<file path="src/source/ooo_pkg.sv">
package ooo_pkg;

	// Tag width follows the reorder buffer size of the core
	localparam int ROB_WIDTH = 4;
	localparam int DATA_WIDTH = 32;

	typedef enum logic [5:0] {
		OP_ADD     = 6'd0,
		OP_ADDI    = 6'd1,
		OP_SUB     = 6'd2,
		OP_SUBI    = 6'd3,
		OP_SL2ADD  = 6'd4,
		OP_SL2ADDI = 6'd5
	} op_e;

	typedef struct packed {
		op_e        op;
		logic [4:0] rd;
		logic [4:0] rs;
		logic [4:0] rt;
		logic [10:0] unused;
	} r_fmt_t;

	typedef struct packed {
		op_e         op;
		logic [4:0]  rd;
		logic [4:0]  rs;
		logic [15:0] imm;
	} i_fmt_t;

	// The opcode lines up in both views, so either can be used to read it
	typedef union packed {
		r_fmt_t r;
		i_fmt_t i;
	} inst_word_t;

	typedef enum logic [1:0] {
		ALU_ADD,
		ALU_SUB,
		ALU_SL2ADD
	} alu_op_e;

	// With valid low, tag names the producer that is still awaited
	typedef struct packed {
		logic                  valid;
		logic [ROB_WIDTH-1:0]  tag;
		logic [DATA_WIDTH-1:0] data;
	} operand_t;

	typedef struct packed {
		logic                  valid;
		logic [ROB_WIDTH-1:0]  tag;
		logic [DATA_WIDTH-1:0] data;
	} cdb_t;

	typedef struct packed {
		alu_op_e              op;
		operand_t             a;
		operand_t             b;
		logic [ROB_WIDTH-1:0] tag;
	} issue_t;

	typedef struct packed {
		alu_op_e               op;
		logic [DATA_WIDTH-1:0] a;
		logic [DATA_WIDTH-1:0] b;
		logic [ROB_WIDTH-1:0]  tag;
	} dispatch_t;

	typedef struct packed {
		logic                  valid;
		logic [ROB_WIDTH-1:0]  tag;
		logic [DATA_WIDTH-1:0] data;
	} result_t;

endpackage
</file>
<file path="src/source/add_sub.sv">
`timescale 1ns/1ps

module add_sub #(
	parameter int RS_DEPTH = 4
) (
	input  logic                           clk,
	input  logic                           rst_n,
	input  ooo_pkg::inst_word_t            inst,
	input  ooo_pkg::operand_t              read0,
	input  ooo_pkg::operand_t              read1,
	input  logic [ooo_pkg::ROB_WIDTH-1:0]  new_tag,
	input  ooo_pkg::cdb_t                  cdb,
	input  logic                           req_ready,
	output logic                           issue_ready,
	output ooo_pkg::result_t               req
);

	logic mine;
	logic full;
	logic take;
	logic pick_valid;
	ooo_pkg::issue_t entry;
	ooo_pkg::dispatch_t pick;

	add_sub_decode u_decode (
		.inst    (inst),
		.read0   (read0),
		.read1   (read1),
		.new_tag (new_tag),
		.mine    (mine),
		.entry   (entry)
	);

	add_sub_station #(
		.RS_DEPTH (RS_DEPTH)
	) u_station (
		.clk        (clk),
		.rst_n      (rst_n),
		.issue      (mine),
		.entry      (entry),
		.cdb        (cdb),
		.take       (take),
		.full       (full),
		.pick       (pick),
		.pick_valid (pick_valid)
	);

	add_sub_alu u_alu (
		.clk        (clk),
		.rst_n      (rst_n),
		.pick       (pick),
		.pick_valid (pick_valid),
		.req_ready  (req_ready),
		.take       (take),
		.req        (req)
	);

	assign issue_ready = !full;

endmodule

</file>
<file path="src/source/add_sub_alu.sv">
`timescale 1ns/1ps

module add_sub_alu (
	input  logic                clk,
	input  logic                rst_n,
	input  ooo_pkg::dispatch_t  pick,
	input  logic                pick_valid,
	input  logic                req_ready,
	output logic                take,
	output ooo_pkg::result_t    req
);

	logic [ooo_pkg::DATA_WIDTH-1:0] result;

	logic                           req_valid;
	logic [ooo_pkg::ROB_WIDTH-1:0]  req_tag;
	logic [ooo_pkg::DATA_WIDTH-1:0] req_data;

	// The request register is free when empty or retiring at this edge
	assign take = pick_valid && (!req_valid || req_ready);

	always_comb begin
		case (pick.op)
			ooo_pkg::ALU_SUB: begin
				result = pick.a - pick.b;
			end
			ooo_pkg::ALU_SL2ADD: begin
				result = (pick.a << 2) + pick.b;
			end
			default: begin
				result = pick.a + pick.b;
			end
		endcase
	end

	always_ff @(posedge clk or negedge rst_n) begin
		if (!rst_n) begin
			req_valid <= 1'b0;
		end else if (take) begin
			req_valid <= 1'b1;
		end else if (req_ready) begin
			req_valid <= 1'b0;
		end
	end

	// Tag and data only move on a dispatch, so they hold under back-pressure
	always_ff @(posedge clk) begin
		if (take) begin
			req_tag <= pick.tag;
			req_data <= result;
		end
	end

	assign req.valid = req_valid;
	assign req.tag = req_tag;
	assign req.data = req_data;

endmodule

</file>
<file path="src/source/add_sub_station.sv">
`timescale 1ns/1ps

module add_sub_station #(
	parameter int RS_DEPTH = 4
) (
	input  logic                clk,
	input  logic                rst_n,
	input  logic                issue,
	input  ooo_pkg::issue_t     entry,
	input  ooo_pkg::cdb_t       cdb,
	input  logic                take,
	output logic                full,
	output ooo_pkg::dispatch_t  pick,
	output logic                pick_valid
);

	localparam int IDX_W = (RS_DEPTH > 1) ? $clog2(RS_DEPTH) : 1;

	ooo_pkg::issue_t slot [RS_DEPTH];
	logic [RS_DEPTH-1:0] busy;
	logic [RS_DEPTH-1:0] ready_vec;

	logic [IDX_W-1:0] free_idx;
	logic [IDX_W-1:0] pick_idx;
	logic accept;
	ooo_pkg::issue_t incoming;

	// Returns the operand with its value filled in if the bus carries its tag
	function automatic ooo_pkg::operand_t snoop(
		input ooo_pkg::operand_t opnd,
		input ooo_pkg::cdb_t bus
	);
		ooo_pkg::operand_t res;
		res = opnd;
		if (!opnd.valid && bus.valid && (bus.tag == opnd.tag)) begin
			res.valid = 1'b1;
			res.data = bus.data;
		end
		return res;
	endfunction

	assign full = &busy;
	assign accept = issue && !full;

	// A broadcast in the issue cycle itself is caught here
	always_comb begin
		incoming = entry;
		incoming.a = snoop(entry.a, cdb);
		incoming.b = snoop(entry.b, cdb);
	end

	// Lowest free slot, scanned downward so the smallest index wins
	always_comb begin
		free_idx = '0;
		for (int k = RS_DEPTH - 1; k >= 0; k--) begin
			if (!busy[k]) begin
				free_idx = IDX_W'(k);
			end
		end
	end

	always_comb begin
		for (int k = 0; k < RS_DEPTH; k++) begin
			ready_vec[k] = busy[k] && slot[k].a.valid && slot[k].b.valid;
		end
	end

	always_comb begin
		pick_idx = '0;
		for (int k = RS_DEPTH - 1; k >= 0; k--) begin
			if (ready_vec[k]) begin
				pick_idx = IDX_W'(k);
			end
		end
	end

	assign pick_valid = |ready_vec;

	always_comb begin
		pick.op = slot[pick_idx].op;
		pick.a = slot[pick_idx].a.data;
		pick.b = slot[pick_idx].b.data;
		pick.tag = slot[pick_idx].tag;
	end

	always_ff @(posedge clk or negedge rst_n) begin
		if (!rst_n) begin
			busy <= '0;
		end else begin
			if (take) begin
				busy[pick_idx] <= 1'b0;
			end
			// The picked slot is busy, so it is never the free one
			if (accept) begin
				busy[free_idx] <= 1'b1;
			end
		end
	end

	always_ff @(posedge clk) begin
		for (int k = 0; k < RS_DEPTH; k++) begin
			slot[k].a <= snoop(slot[k].a, cdb);
			slot[k].b <= snoop(slot[k].b, cdb);
		end
		if (accept) begin
			slot[free_idx] <= incoming;
		end
	end

endmodule

</file>
<file path="src/source/add_sub_decode.sv">
`timescale 1ns/1ps

module add_sub_decode (
	input  ooo_pkg::inst_word_t            inst,
	input  ooo_pkg::operand_t              read0,
	input  ooo_pkg::operand_t              read1,
	input  logic [ooo_pkg::ROB_WIDTH-1:0]  new_tag,
	output logic                           mine,
	output ooo_pkg::issue_t                entry
);

	localparam int EXT_W = ooo_pkg::DATA_WIDTH - 16;

	logic imm_form;
	logic [ooo_pkg::DATA_WIDTH-1:0] imm_ext;

	assign imm_ext = {{EXT_W{inst.i.imm[15]}}, inst.i.imm};

	always_comb begin
		mine = 1'b1;
		imm_form = 1'b0;
		entry.op = ooo_pkg::ALU_ADD;
		case (inst.r.op)
			ooo_pkg::OP_ADD: begin
				entry.op = ooo_pkg::ALU_ADD;
			end
			ooo_pkg::OP_ADDI: begin
				entry.op = ooo_pkg::ALU_ADD;
				imm_form = 1'b1;
			end
			ooo_pkg::OP_SUB: begin
				entry.op = ooo_pkg::ALU_SUB;
			end
			ooo_pkg::OP_SUBI: begin
				entry.op = ooo_pkg::ALU_SUB;
				imm_form = 1'b1;
			end
			ooo_pkg::OP_SL2ADD: begin
				entry.op = ooo_pkg::ALU_SL2ADD;
			end
			ooo_pkg::OP_SL2ADDI: begin
				entry.op = ooo_pkg::ALU_SL2ADD;
				imm_form = 1'b1;
			end
			// Opcodes of the other units
			default: mine = 1'b0;
		endcase

		entry.a = read0;
		entry.b = read1;
		entry.tag = new_tag;

		// Immediate forms never wait on source B
		if (imm_form) begin
			entry.b.valid = 1'b1;
			entry.b.tag = '0;
			entry.b.data = imm_ext;
		end
	end

endmodule

</file>
<file path="config.mk">
export PLATFORM = sky130hd
export DESIGN_NAME = add_sub
export DESIGN_NICKNAME = d
export VERILOG_FILES = /design/src/source/ooo_pkg.sv /design/src/source/add_sub.sv /design/src/source/add_sub_alu.sv /design/src/source/add_sub_station.sv /design/src/source/add_sub_decode.sv
export SDC_FILE = /design/constraint.sdc
export NUM_CORES = 1
export LEC_CHECK = 0
export BUFFER_PORTS_ARGS = -buffer_cell sky130_fd_sc_hd__buf_2
export CAP_MARGIN = 10
export CORE_AREA = 2 2 238 264
export DETAILED_ROUTE_END_ITERATION = 16
export DIE_AREA = 0 0 240 266
export GPL_ROUTABILITY_DRIVEN = 0
export PLACE_DENSITY = 0.61
export SYNTH_ARGS = -nofsm -noshare
export SYNTH_HDL_FRONTEND = slang
export SYNTH_HIERARCHICAL = 1
export SYNTH_SLANG_ARGS = --single-unit
</file>
<file path="constraint.sdc">
create_clock -name clk -period 7.2 [get_ports clk]
set_clock_uncertainty 0.2 [all_clocks]
set_input_delay 0 -clock clk [delete_from_list [all_inputs] [get_ports clk]]
set_output_delay 0 -clock clk [all_outputs]
set_load 0.01 [all_outputs]
</file>
==> summary.txt, run 1 <==
layout cell share with drive strength beyond 1: 28.33%
Worst R2R Start: u_station/slot[3][40]
hold crit path type: in2reg
DRC: 0
CP startpoint kind: register
Setup CP Type: reg2reg
initial antenna violation count: 4
Syn. warnings: 6
main area contributors after synthesis: edfxtp_1 49%, mux2_2 14%, ha_1 3.6%
TritonCTS clock tree: built
first-pass GRT wire length: 96530 um
top-area cell type share of the netlist area: 49.31%
worst r2r path cells: 21
Detailed Route Iter0 Violations: 1104
Cells after DPL: 2672
Hold Violations, Final: 0
CP Launch Point: u_station/slot[3][40]
Yosys cell types: 75
worst endpoint data arrival time: 6.44 ns
R2R setup slack: 0.85 ns
Final setup viols: 0
Critical Path End: u_alu/req_data[31]
Util after Layout: 42.22%
vias in the first global route: 16.01k
Post-CTS Repair Setup Buffers: 0
Skew-Pair Late Insertion Delay: 0.56 ns
post-route ant nets: 0
min cycle time layout: 6.348 ns
CP max FO: 13
nets: 2269
main flop type after synthesis: edfxtp_1
Die Ht: 266 um
overall power: 13750 uW
dominant cell type by area after synthesis: edfxtp_1
RSZ-0062 raised after global routing: false
fin crit share: 88.16%
die width: 240 um
die area: 0.06384 sq mm
worst-path cell chain: and3_2 -> o31ai_4 -> buf_4 -> a221o_1 -> or3_4 -> or3_4 -> nor4_4 -> nand2_2 -> nor4_1 -> nor2_1 -> xnor2_1 -> ha_1 -> and3_1 -> nand4_1 -> a211oi_1 -> o311ai_2 -> a21oi_2 -> a211o_1 -> a21oi_1 -> xnor2_1 -> mux2i_1
core area: 0.06150 sq mm
CP Data Required Time: 7.29 ns
most common cell in the netlist: edfxtp_1
Crit. End Element: register
area delta synth->final: 22.53%
Least-Margin Pin Slew: 1.175 ns
Ports: 188
outcome: finished clean
Post-synth EDFFs: 348
site row count: 96
largest net degree at the start of global routing: 45
Vias: 15.79k
CTS buffer count: 39
Reg-to-Reg End: u_alu/req_data[31]
vias per cell: 5.406
Max Clk Rate: 0.1575 GHz
P per Cell Area: 529.5 mW/mm^2
Post-Syn Nets: 1975
total gr overflow: 0
Synth Register Bits: 361
Post-synth top cells: 348 x edfxtp_1, 263 x mux2_2, 135 x a21oi_1, 122 x nand2_1, 91 x nand3_1
post-cts sizing count: 0
largest stage delay on the critical path: 0.55 ns
post-synthesis sequential area ratio: 50.66%
async set or reset register ratio after synthesis: 1.385%
Reg clk slew, reported paths: 0.06 ns
dpl hpwl: 41330 um
Mapped Area: 0.02119 sq mm
Slew Viols, Final: 0
Post-Syn Area per Cell: 12.03 sq um
gr usage total: 19.80%
final wirelength: 64410 um
post-synthesis instance total: 1762
Leak Pwr: 0.009252 uW
clock buffer depth: 3
CTS root buffer: clkbuf_16
worst ir drop on vdd: 0.2564 mV
Max-slew headroom: 21.70%
CTS Hold Bufs: 176
Setup TNS: 0 ns
Initial DRT Pass Iterations: 5
routed len/inst: 22.05 um
Initial Util: 34.46%
Slowest-stage cell, CP: a211oi_1
max cap viols: 0
CTS H-tree lvls: 2
port bufs: 177
Sink Count: 361
fin cells: 2921
-- power breakdown --
group	leakage (uW)	switching, uW	internal, uW
logic	0.00533	5280	3480
clock network	0.000624	845	1200
registers	0.00329	105	2840
total	0.00925	6230	7520
-- registers in the layout, summed over array words and instances (netlist names) --
signal           flops
u_station/slot     320
u_alu/req_data      32
u_alu/req_tag        4
u_station/busy       4
u_alu/req_valid      1
-- how the worst min path moves through the flow --
stage / start / endpoint / slack (ns) / cells past startpoint
2_1_floorplan: rst_n / u_alu/req_valid / -0.50 / 0
3_3_place_gp: rst_n / u_alu/req_valid / -0.35 / 1
3_5_place_dp: rst_n / u_alu/req_valid / -0.35 / 1
4_1_cts: new_tag[1] / u_station/slot[1][1] / 0.02 / 2
5_1_grt: new_tag[1] / u_station/slot[1][1] / 0.01 / 2
6_report: new_tag[1] / u_station/slot[1][1] / 0.02 / 2
-- cells in the final DEF (no fill, tap or decap), drive strengths merged, types with 8 or more instances in the layout --
| master | n |
|---|---|
| nand3 | 92 |
| nor3 | 21 |
| or3 | 8 |
| o21bai | 10 |
| a22oi | 8 |
| clkbuf | 53 |
| ha | 61 |
| clkinv | 9 |
| edfxtp | 348 |
| a21oi | 136 |
| and3 | 9 |
| buf | 215 |
| a31oi | 14 |
| xnor2 | 61 |
| dlygate4sd3 | 176 |
| nand4 | 8 |
| and2 | 12 |
| xor2 | 53 |
| nand2b | 23 |
| a221o | 71 |
| a21o | 42 |
| dfxtp | 8 |
| o31ai | 9 |
| mux2 | 271 |
| o21ai | 59 |
| inv | 36 |
| nor2 | 57 |
| nand2 | 123 |
-- cells by family (layout without fill, tap and decap cells) --
group	Yosys count	after routing	share of synthesized area (%)
XOR/XNOR	114	114	4.712
multiplexers	273	273	14.64
buffers and inverters	171	495	4.080
adder cells (fa/ha/maj)	63	63	3.791
flip-flops	361	361	50.66
AND/OR/NAND/NOR	379	379	8.762
AO/OA/AOI/OAI	401	401	13.36
other	0	2	0
-- critical path, delay by kind of cell, from the launching register on --
kind                       cells  cell delay (ns)
buffers and inverters          1             0.26
adders and majority gates      1             0.41
muxes                          1             0.08
DFF                            1             0.39
and+or+nand+nor                9             2.47
AOI/OAI and AO/OA              7             1.95
xor gates and xnor gates       2             0.28
-- cell type report --
type	count	area, sq um
multi-input cells	1230	9839
flip-flops and latches	361	10740
well taps	833	1042
fillers	5819	35530
clock inverters	18	206.4
inverters	33	123.9
diodes	2	5.005
repair buffers	391	2933
clock buffers	53	1081
-- routing by layer --
layer	routed length, um	GRT usage, %
met5	24	0
met4	1592	5.556
met3	3890	2.725
met2	31650	33.99
met1	27250	26.00
-- stage by stage --
step	cell area [sq um]	hold WS [ns]	worst slack, ns
finish	25970	0.01748	0.8523
global route	25970	0.01458	0.4700
CTS	25960	0.01820	0.9190
detailed placement	22910	-0.3526	0.9555
global placement	22910	-0.3544	1.050
floorplan	21190	-0.4956	1.560
(Power assumes the default switching activity.)
==> inputs of run 2 (changes only) <==
--- a/config.mk
+++ b/config.mk
@@ -5,11 +5,12 @@
 export SDC_FILE = /design/constraint.sdc
 export NUM_CORES = 1
 export LEC_CHECK = 0
+export ABC_AREA = 1
 export BUFFER_PORTS_ARGS = -buffer_cell sky130_fd_sc_hd__buf_2
 export CAP_MARGIN = 10
-export CORE_AREA = 2 2 238 264
+export CORE_AREA = 2 2 260 287
 export DETAILED_ROUTE_END_ITERATION = 16
-export DIE_AREA = 0 0 240 266
+export DIE_AREA = 0 0 262 289
 export GPL_ROUTABILITY_DRIVEN = 0
 export PLACE_DENSITY = 0.61
 export SYNTH_ARGS = -nofsm -noshare
==> run 2 against run 1 <==
Net effect: global-route usage grew 4.0 points; combinational power increased by 26%; via count is 55% higher; non-clock buffer count grew 14; sequential power down 2%; wire length increased by 42%; register-to-register slack improved by 0.30 ns; synthesized cell count increased by 93%; sequential share of layout area down 5.4 points.
==> summary.txt, run 2 <==
Die Ht: 289 um (+8.6%)
hold path cells: 2 (unchanged)
CP startpoint kind: register
Yosys cell types: 48 (-36%)
Slowest-stage cell, CP: nand2_4
async set or reset register ratio after synthesis: 1.385% (unchanged)
Max Clk Rate: 0.1654 GHz (+5.0%)
Mapped Area: 0.02525 sq mm (+19%)
Vias: 24.50k (+55%)
commonest non-fill, non-tap cell in the layout: nand2_1
vias in the first global route: 23.30k (+46%)
overall power: 15890 uW (+16%)
Largest regs: u_station/slot: 320 flops, u_alu/req_data: 32 flops
Leak Pwr: 0.01391 uW (+50%)
CTS H-tree lvls: 2 (unchanged)
die width: 262 um (+9.2%)
outcome: finished clean
Setup CP Type: reg2reg
CP max FO: 75 (+62)
hold crit path type: in2reg
Flop pwr share: 18.1% (-3.3 points)
worst-path cell chain: nand3_4 -> nand2_1 -> inv_4 -> nand2_4 -> buf_4 -> nand4_1 -> nand3b_1 -> nor2_2 -> nand3_1 -> inv_1 -> nand4_1 -> nand2_1 -> o21ai_0 -> xor2_1 -> ha_1 -> nand2_1 -> nor2_1 -> inv_1 -> nor3_1 -> nand2_1 -> nand3b_1 -> nand2_1 -> nand3_1 -> nand2_1
Switching Fraction: 53.92% (+8.6 points)
Worst path top cell family by delay: simple AND/OR/NAND/NOR gates
Post-Place Setup Slack: 1.370 ns (+0.4141 ns)
Reg clk slew, reported paths: 0.07 ns (about the same)
first-pass GRT wire length: 136400 um (+41%)
layout cell share with drive strength beyond 1: 10.37% (-18 points)
Crit. End Element: register
core area: 0.07287 sq mm (+18%)
gr usage total: 23.80% (+4.0 points)
CTS root buffer: clkbuf_16
die area: 0.07572 sq mm (+19%)
Placed Area: 0.02664 sq mm (+16%)
worst endpoint data arrival time: 6.17 ns (-0.27 ns)
most common cell in the netlist: nand2_1
Final Cell Area: 0.02983 sq mm (+15%)
Initial DRT Pass Iterations: 7 (+2)
dominant cell type by area after synthesis: edfxtp_1
largest stage delay on the critical path: 0.63 ns (+0.08 ns)
CTS buffer count: 40 (+2.6%)
Worst Path Buf+Inv: 4 (+3)
Synth Register Bits: 361 (unchanged)
min cycle time layout: 6.047 ns (-0.3004 ns)
main area contributors after synthesis: edfxtp_1 41%, nand2_1 17%, nand3_1 13%
DRC: 0 (unchanged)
initial antenna violation count: 5 (+1)
Most common cell on crit path: nand2_1
final worst slack: 1.153 ns (+0.3004 ns)
Hold Violations, Final: 0 (unchanged)
Max-slew headroom: 18.87% (-2.8 points)
top-area cell type share of the netlist area: 41.39% (-7.9 points)
RSZ-0062 raised after global routing: false
Clk network pwr share: 13.0% (-1.9 points)
post-synthesis sequential area ratio: 42.52% (-8.1 points)
Skew-Pair Late Insertion Delay: 0.59 ns (+0.03 ns)
Detailed Route Iter0 Violations: 2236 (+100%)
Sink Count: 361 (unchanged)
worst ir drop on vdd: 0.3139 mV (+22%)
post-route ant nets: 0 (unchanged)
Ports: 188 (unchanged)
worst r2r path cells: 24 (+14%)
Top reg by flops: u_station/slot
port bufs: 177 (unchanged)
Syn. warnings: 6 (unchanged)
TritonCTS clock tree: built
post-synthesis instance total: 3396 (+93%)
most frequent cells in the layout: 1123 x nand2_1, 648 x nand3_1, 374 x inv_1
dpl hpwl: 60520 um (+46%)
nets: 3863 (+70%)
area delta synth->final: 18.14%
max cap viols: 0 (unchanged)
post-cts sizing count: 0 (unchanged)
worst hold path endpoint: u_station/slot[2][76]
Initial Util: 34.65% (+0.19 points)
final wirelength: 91470 um (+42%)
Int Power: 7322 uW (-2.6%)
largest net degree at the start of global routing: 81 (+80%)
Reg-to-Reg End: u_alu/req_data[26]
main flop type after synthesis: edfxtp_1
Final setup viols: 0 (unchanged)
routed len/inst: 19.73 um (-11%)
min-delay src: read0[35]
Gate power share: 68.9% (+5.2 points)
fin crit share: 83.99% (-4.2 points)
Post-Syn Area per Cell: 7.434 sq um (-38%)
Least-Margin Pin Slew: 1.217 ns (+0.04244 ns)
total gr overflow: 0 (unchanged)
CP Data Required Time: 7.32 ns (+0.03 ns)
P_sw: 8568 uW (+38%)
Post-synth EDFFs: 348 (unchanged)
Post-synth top cells: 1124 x nand2_1, 648 x nand3_1, 374 x inv_1, 348 x edfxtp_1, 142 x nor2_1
clock buffer depth: 3 (unchanged)
Setup TNS: 0 ns (unchanged)
R2R setup slack: 1.15 ns (+0.30 ns)
Util after Layout: 40.93% (-1.3 points)
Worst R2R Start: u_station/busy[0]
Post-Syn Nets: 3609 (+83%)
Slew Viols, Final: 0 (unchanged)
vias per cell: 5.283 (-2.3%)
site row count: 104 (+8.3%)
flip-flop count of the largest register after layout: 320 (unchanged)
P per Cell Area: 532.8 mW/mm^2 (+0.62%)
==> run 2: final cells by class <==
cell class	count	area, sq um
Timing Repair Buffer	405	3075
Multi-Input combinational cell	2452	12030
Tap cell	954	1194
Inverter	390	1466
Clock inverter	21	195.2
Antenna cell	1	2.502
Clock buffer	53	1124
Fill cell	7400	43040
Sequential cell	361	10740
==> run 2: repair_timing <==
| item | 4_1_cts | 5_1_grt |
|---|---|---|
| buffers inserted | 0 | 0 |
| hold buffers | 186 | 0 |
| endpoints found under the hold margin | 332 | 0 |
==> run 2: through the flow <==
| stage | hold WS [ns] | cells |
|---|---|---|
| 6_report | 0.03140 | 4637 |
| 5_1_grt | 0.03921 | 4637 |
| 4_1_cts | 0.006914 | 4636 |
| 3_5_place_dp | -0.3710 | 4376 |
| 3_3_place_gp | -0.3721 | 4376 |
| 2_1_floorplan | -0.4956 | 3396 |
==> run 2: worst max-delay path by stage <==
stage	startpoint	depth (start not counted)	slack, ns	to
after floorplan	u_station/busy[2]	25	3.33	u_alu/req_data[26]
after global placement	u_station/busy[0]	24	1.40	u_alu/req_data[26]
after detailed placement	u_station/busy[0]	24	1.37	u_alu/req_data[25]
after CTS	u_station/busy[0]	24	1.32	u_alu/req_data[25]
after global routing	u_station/busy[0]	24	0.85	u_alu/req_data[30]
final	u_station/busy[0]	24	1.15	u_alu/req_data[26]
==> run 2: logic make-up after synthesis <==
group,synth area share (%)
compound gates,2.666
xor+xnor,1.561
fa+ha+maj,3.182
buf+inv,9.946
flops,42.52
mux,0.03965
simple gates,40.08
==> run 2: worst register-to-register path, delay by kind of cell, from the launching register on <==
kind                       cells  cell delay (ns)
AOI/OAI and AO/OA              1             0.11
DFF                            1             0.46
buffers and inverters          4             1.31
and+or+nand+nor               17             3.13
xor gates and xnor gates       1             0.20
adders and majority gates      1             0.39
==> run 2: power groups by stage <==
stage               registers (uW)  logic, uW  clock network (uW)
finish                        2880      11000                2060
global route                  2900      12100                2170
CTS                           2880      10800                2100
detailed placement            2930      10700                   0
global placement              2930      10600                   0
floorplan                     2970       7500                   0
==> run 2: metal layers <==
layer / vias to the layer above / part of all wire [%] / GRT usage [%]
li1: 11790 / - / -
met1: 11230 / 40 / 29.82
met2: 1187 / 47 / 40.64
met3: 282 / 8.6 / 3.911
met4: 8 / 4.4 / 9.859
met5: - / 0.047 / 0
==> inputs of run 3 (changes only) <==
--- a/config.mk
+++ b/config.mk
@@ -12,7 +12,7 @@
 export DETAILED_ROUTE_END_ITERATION = 16
 export DIE_AREA = 0 0 262 289
 export GPL_ROUTABILITY_DRIVEN = 0
-export PLACE_DENSITY = 0.61
+export PLACE_DENSITY = 0.63
 export SYNTH_ARGS = -nofsm -noshare
 export SYNTH_HDL_FRONTEND = slang
 export SYNTH_HIERARCHICAL = 1
==> constraint.sdc (replaced) <==
create_clock -name clk -period 5.3 [get_ports clk]
set_clock_uncertainty 0.2 [all_clocks]
set_input_delay 0 -clock clk [delete_from_list [all_inputs] [get_ports clk]]
set_output_delay 0 -clock clk [all_outputs]
set_load 0.01 [all_outputs]
==> run 3 against run 2 <==
Net effect: sequential share of layout area fell by 0.40 points; clock power rose by 44%; fmax rose by 22%; die area did not move; sequential power rose by 35%; wire length fell by 1.8%; clock-buffer cell count fell by 4.
==> summary.txt, run 3 (same netlist as run 2, synthesis figures left out) <==
nets: 3893 (+0.78%)
worst endpoint data arrival time: 5.12 ns (-1.05 ns)
min cycle time layout: 4.975 ns (-1.072 ns)
flip-flop count of the largest register after layout: 320 (unchanged)
Crit. End Element: register
gr usage total: 23.39% (-0.42 points)
hold crit path type: in2reg
CP startpoint kind: register
area delta synth->final: 19.47%
Least-Margin Pin Slew: 1.186 ns (-0.03120 ns)
routed len/inst: 19.25 um (-2.4%)
fin crit share: 93.87% (+9.9 points)
Final Cell Area: 0.03016 sq mm (+1.1%)
Post-CTS Repair Setup Buffers: 0 (unchanged)
CP Data Required Time: 5.44 ns (-1.88 ns)
Setup TNS: 0 ns (unchanged)
CTS H-tree lvls: 2 (unchanged)
Most common cell on crit path: nand3_1
vias in the first global route: 23.33k (+0.13%)
Top reg by flops: u_station/slot
DRC: 0 (unchanged)
Sink Count: 361 (unchanged)
TritonCTS clock tree: built
Initial DRT Pass Iterations: 6 (-1)
max cap viols: 0 (unchanged)
Int Power: 10280 uW (+40%)
worst-path cell chain: nand3_1 -> inv_2 -> nor2_4 -> buf_4 -> nand3_1 -> nand2_1 -> nand3b_1 -> inv_1 -> nand3_1 -> nor2_1 -> buf_4 -> nor2_1 -> xor2_1 -> inv_1 -> ha_1 -> nand2_2 -> nor2_1 -> nand3_1 -> nand3_1 -> nand2_1 -> nand3b_1 -> nand2_1 -> nand3_1 -> nand2_1
Ports: 188 (unchanged)
CP max FO: 23 (-69%)
Skew-Pair Late Insertion Delay: 0.60 ns (about the same)
most frequent cells in the layout: 1123 x nand2_1, 648 x nand3_1, 374 x inv_1
Setup CP Type: reg2reg
largest stage delay on the critical path: 0.47 ns (-0.16 ns)
Max Clk Rate: 0.2010 GHz (+22%)
dpl hpwl: 60850 um (+0.55%)
vias per cell: 5.281 (about the same)
Final setup viols: 0 (unchanged)
Flop pwr share: 17.7% (-0.4 points)
post-route ant nets: 0 (unchanged)
Placed Area: 0.02690 sq mm (+0.96%)
core area: 0.07287 sq mm (unchanged)
CTS buffer count: 41 (+2.5%)
clock buffer depth: 3 (unchanged)
Leak Pwr: 0.01407 uW (+1.2%)
Filler cells: 7360 (-0.54%)
first-pass GRT wire length: 134600 um (-1.3%)
outcome: finished clean
P per Cell Area: 728.3 mW/mm^2 (+37%)
die width: 262 um (unchanged)
Gate power share: 68.8% (about the same)
commonest non-fill, non-tap cell in the layout: nand2_1
Max-slew headroom: 20.95% (+2.1 points)
initial antenna violation count: 4 (-1)
port bufs: 177 (unchanged)
Initial Util: 34.65% (unchanged)
die area: 0.07572 sq mm (unchanged)
final wirelength: 89850 um (-1.8%)
worst ir drop on vdd: 0.4706 mV (+50%)
RSZ-0062 raised after global routing: false
Slowest-stage cell, CP: dfrtp_1
Slew Viols, Final: 0 (unchanged)
Die Ht: 289 um (unchanged)
Detailed Route Iter0 Violations: 2210 (-1.2%)
Largest regs: u_station/slot: 320 flops, u_alu/req_data: 32 flops
P_sw: 11690 uW (+36%)
CTS root buffer: clkbuf_16
site row count: 104 (unchanged)
Vias: 24.65k (+0.61%)
layout cell share with drive strength beyond 1: 11.02% (+0.65 points)
largest net degree at the start of global routing: 81 (unchanged)
Clk network pwr share: 13.5% (+0.5 points)
Hold Violations, Final: 0 (unchanged)
Reg clk slew, reported paths: 0.06 ns (about the same)
total gr overflow: 0 (unchanged)
Switching Fraction: 53.22% (-0.70 points)
==> run 3: cell count changes in the layout (fill, tap and decap cells not counted), moves of 3 or more <==
cell	before	now
bufinv_16	2	6
buf_4	41	67
clkbuf_4	3	0
buf_12	1	4
==> run 3: metrics by stage <==
| step | utilization (%) | hold WS (ns) | std cells | total power [uW] | setup WS, ns |
|---|---|---|---|---|---|
| detailed placement | 36.91 | -0.3748 | 4405 | 18690 | 0.4346 |
| global placement | 36.91 | -0.3703 | 4405 | 18610 | 0.4932 |
| finish | 41.39 | 0.02309 | 4667 | 21970 | 0.3249 |
| global route | 41.39 | 0.06007 | 4667 | 23850 | 0.03862 |
| CTS | 41.37 | 0.007862 | 4665 | 21830 | 0.3878 |
| floorplan | - | -0.4956 | 3396 | 14210 | 1.426 |
==> run 3: area by class of cell <==
| class | count | area [sq um] | area share [%] |
|---|---|---|---|
| antenna | 2 | 5.005 | 0.01659 |
| clock buffer | 49 | 1056 | 3.501 |
| clock inverter | 25 | 331.6 | 1.099 |
| inverter | 390 | 1466 | 4.862 |
| multi-input combinational | 2452 | 12040 | 39.93 |
| sequential | 361 | 10740 | 35.59 |
| tap | 954 | 1194 | 3.958 |
| timing repair buffer | 434 | 3331 | 11.04 |
==> run 3: critical path, delay by kind of cell (launching register included) <==
kind          cells  cell delay [ns]
flops             1             0.47
xor+xnor          1             0.27
buf+inv           5             0.91
simple gates     17             2.43
fa+ha+maj         1             0.39
==> run 3: power groups by stage <==
stage	sequential [uW]	clock (uW)	combinational, uW
6_report	3900	2960	15100
5_1_grt	3930	3140	16800
4_1_cts	3900	3020	14900
3_5_place_dp	3960	0	14700
3_3_place_gp	3970	0	14600
2_1_floorplan	4030	0	10200
==> run 3: final timing paths <==
kind	to	slack (ns)	cells after the start	from
max	u_alu/req_data[26]	0.32	24	u_station/busy[2]
min	u_station/slot[3][73]	0.02	2	read0[32]
max reg2reg	u_alu/req_data[26]	0.32	24	u_station/busy[2]
min reg2reg	u_station/slot[2][77]	0.36	4	u_station/slot[2][77]
max in group asynchronous	u_alu/req_valid	4.57	3	rst_n
min in group asynchronous	u_station/busy[1]	0.12	3	rst_n
==> run 3: per-layer routing <==
metal	vias up	track usage [%]	wire, um
li1	11840	-	-
met1	11380	29.35	35680
met2	1177	39.79	42780
met3	245	3.902	7677
met4	4	9.760	3685
met5	-	0	24
==> run 3: what timing repair did <==
action,CTS,global route
endpoints found under the hold margin,326,0
hold buffers,186,0
resized for setup,0,1
endpoints found under the setup margin,0,3
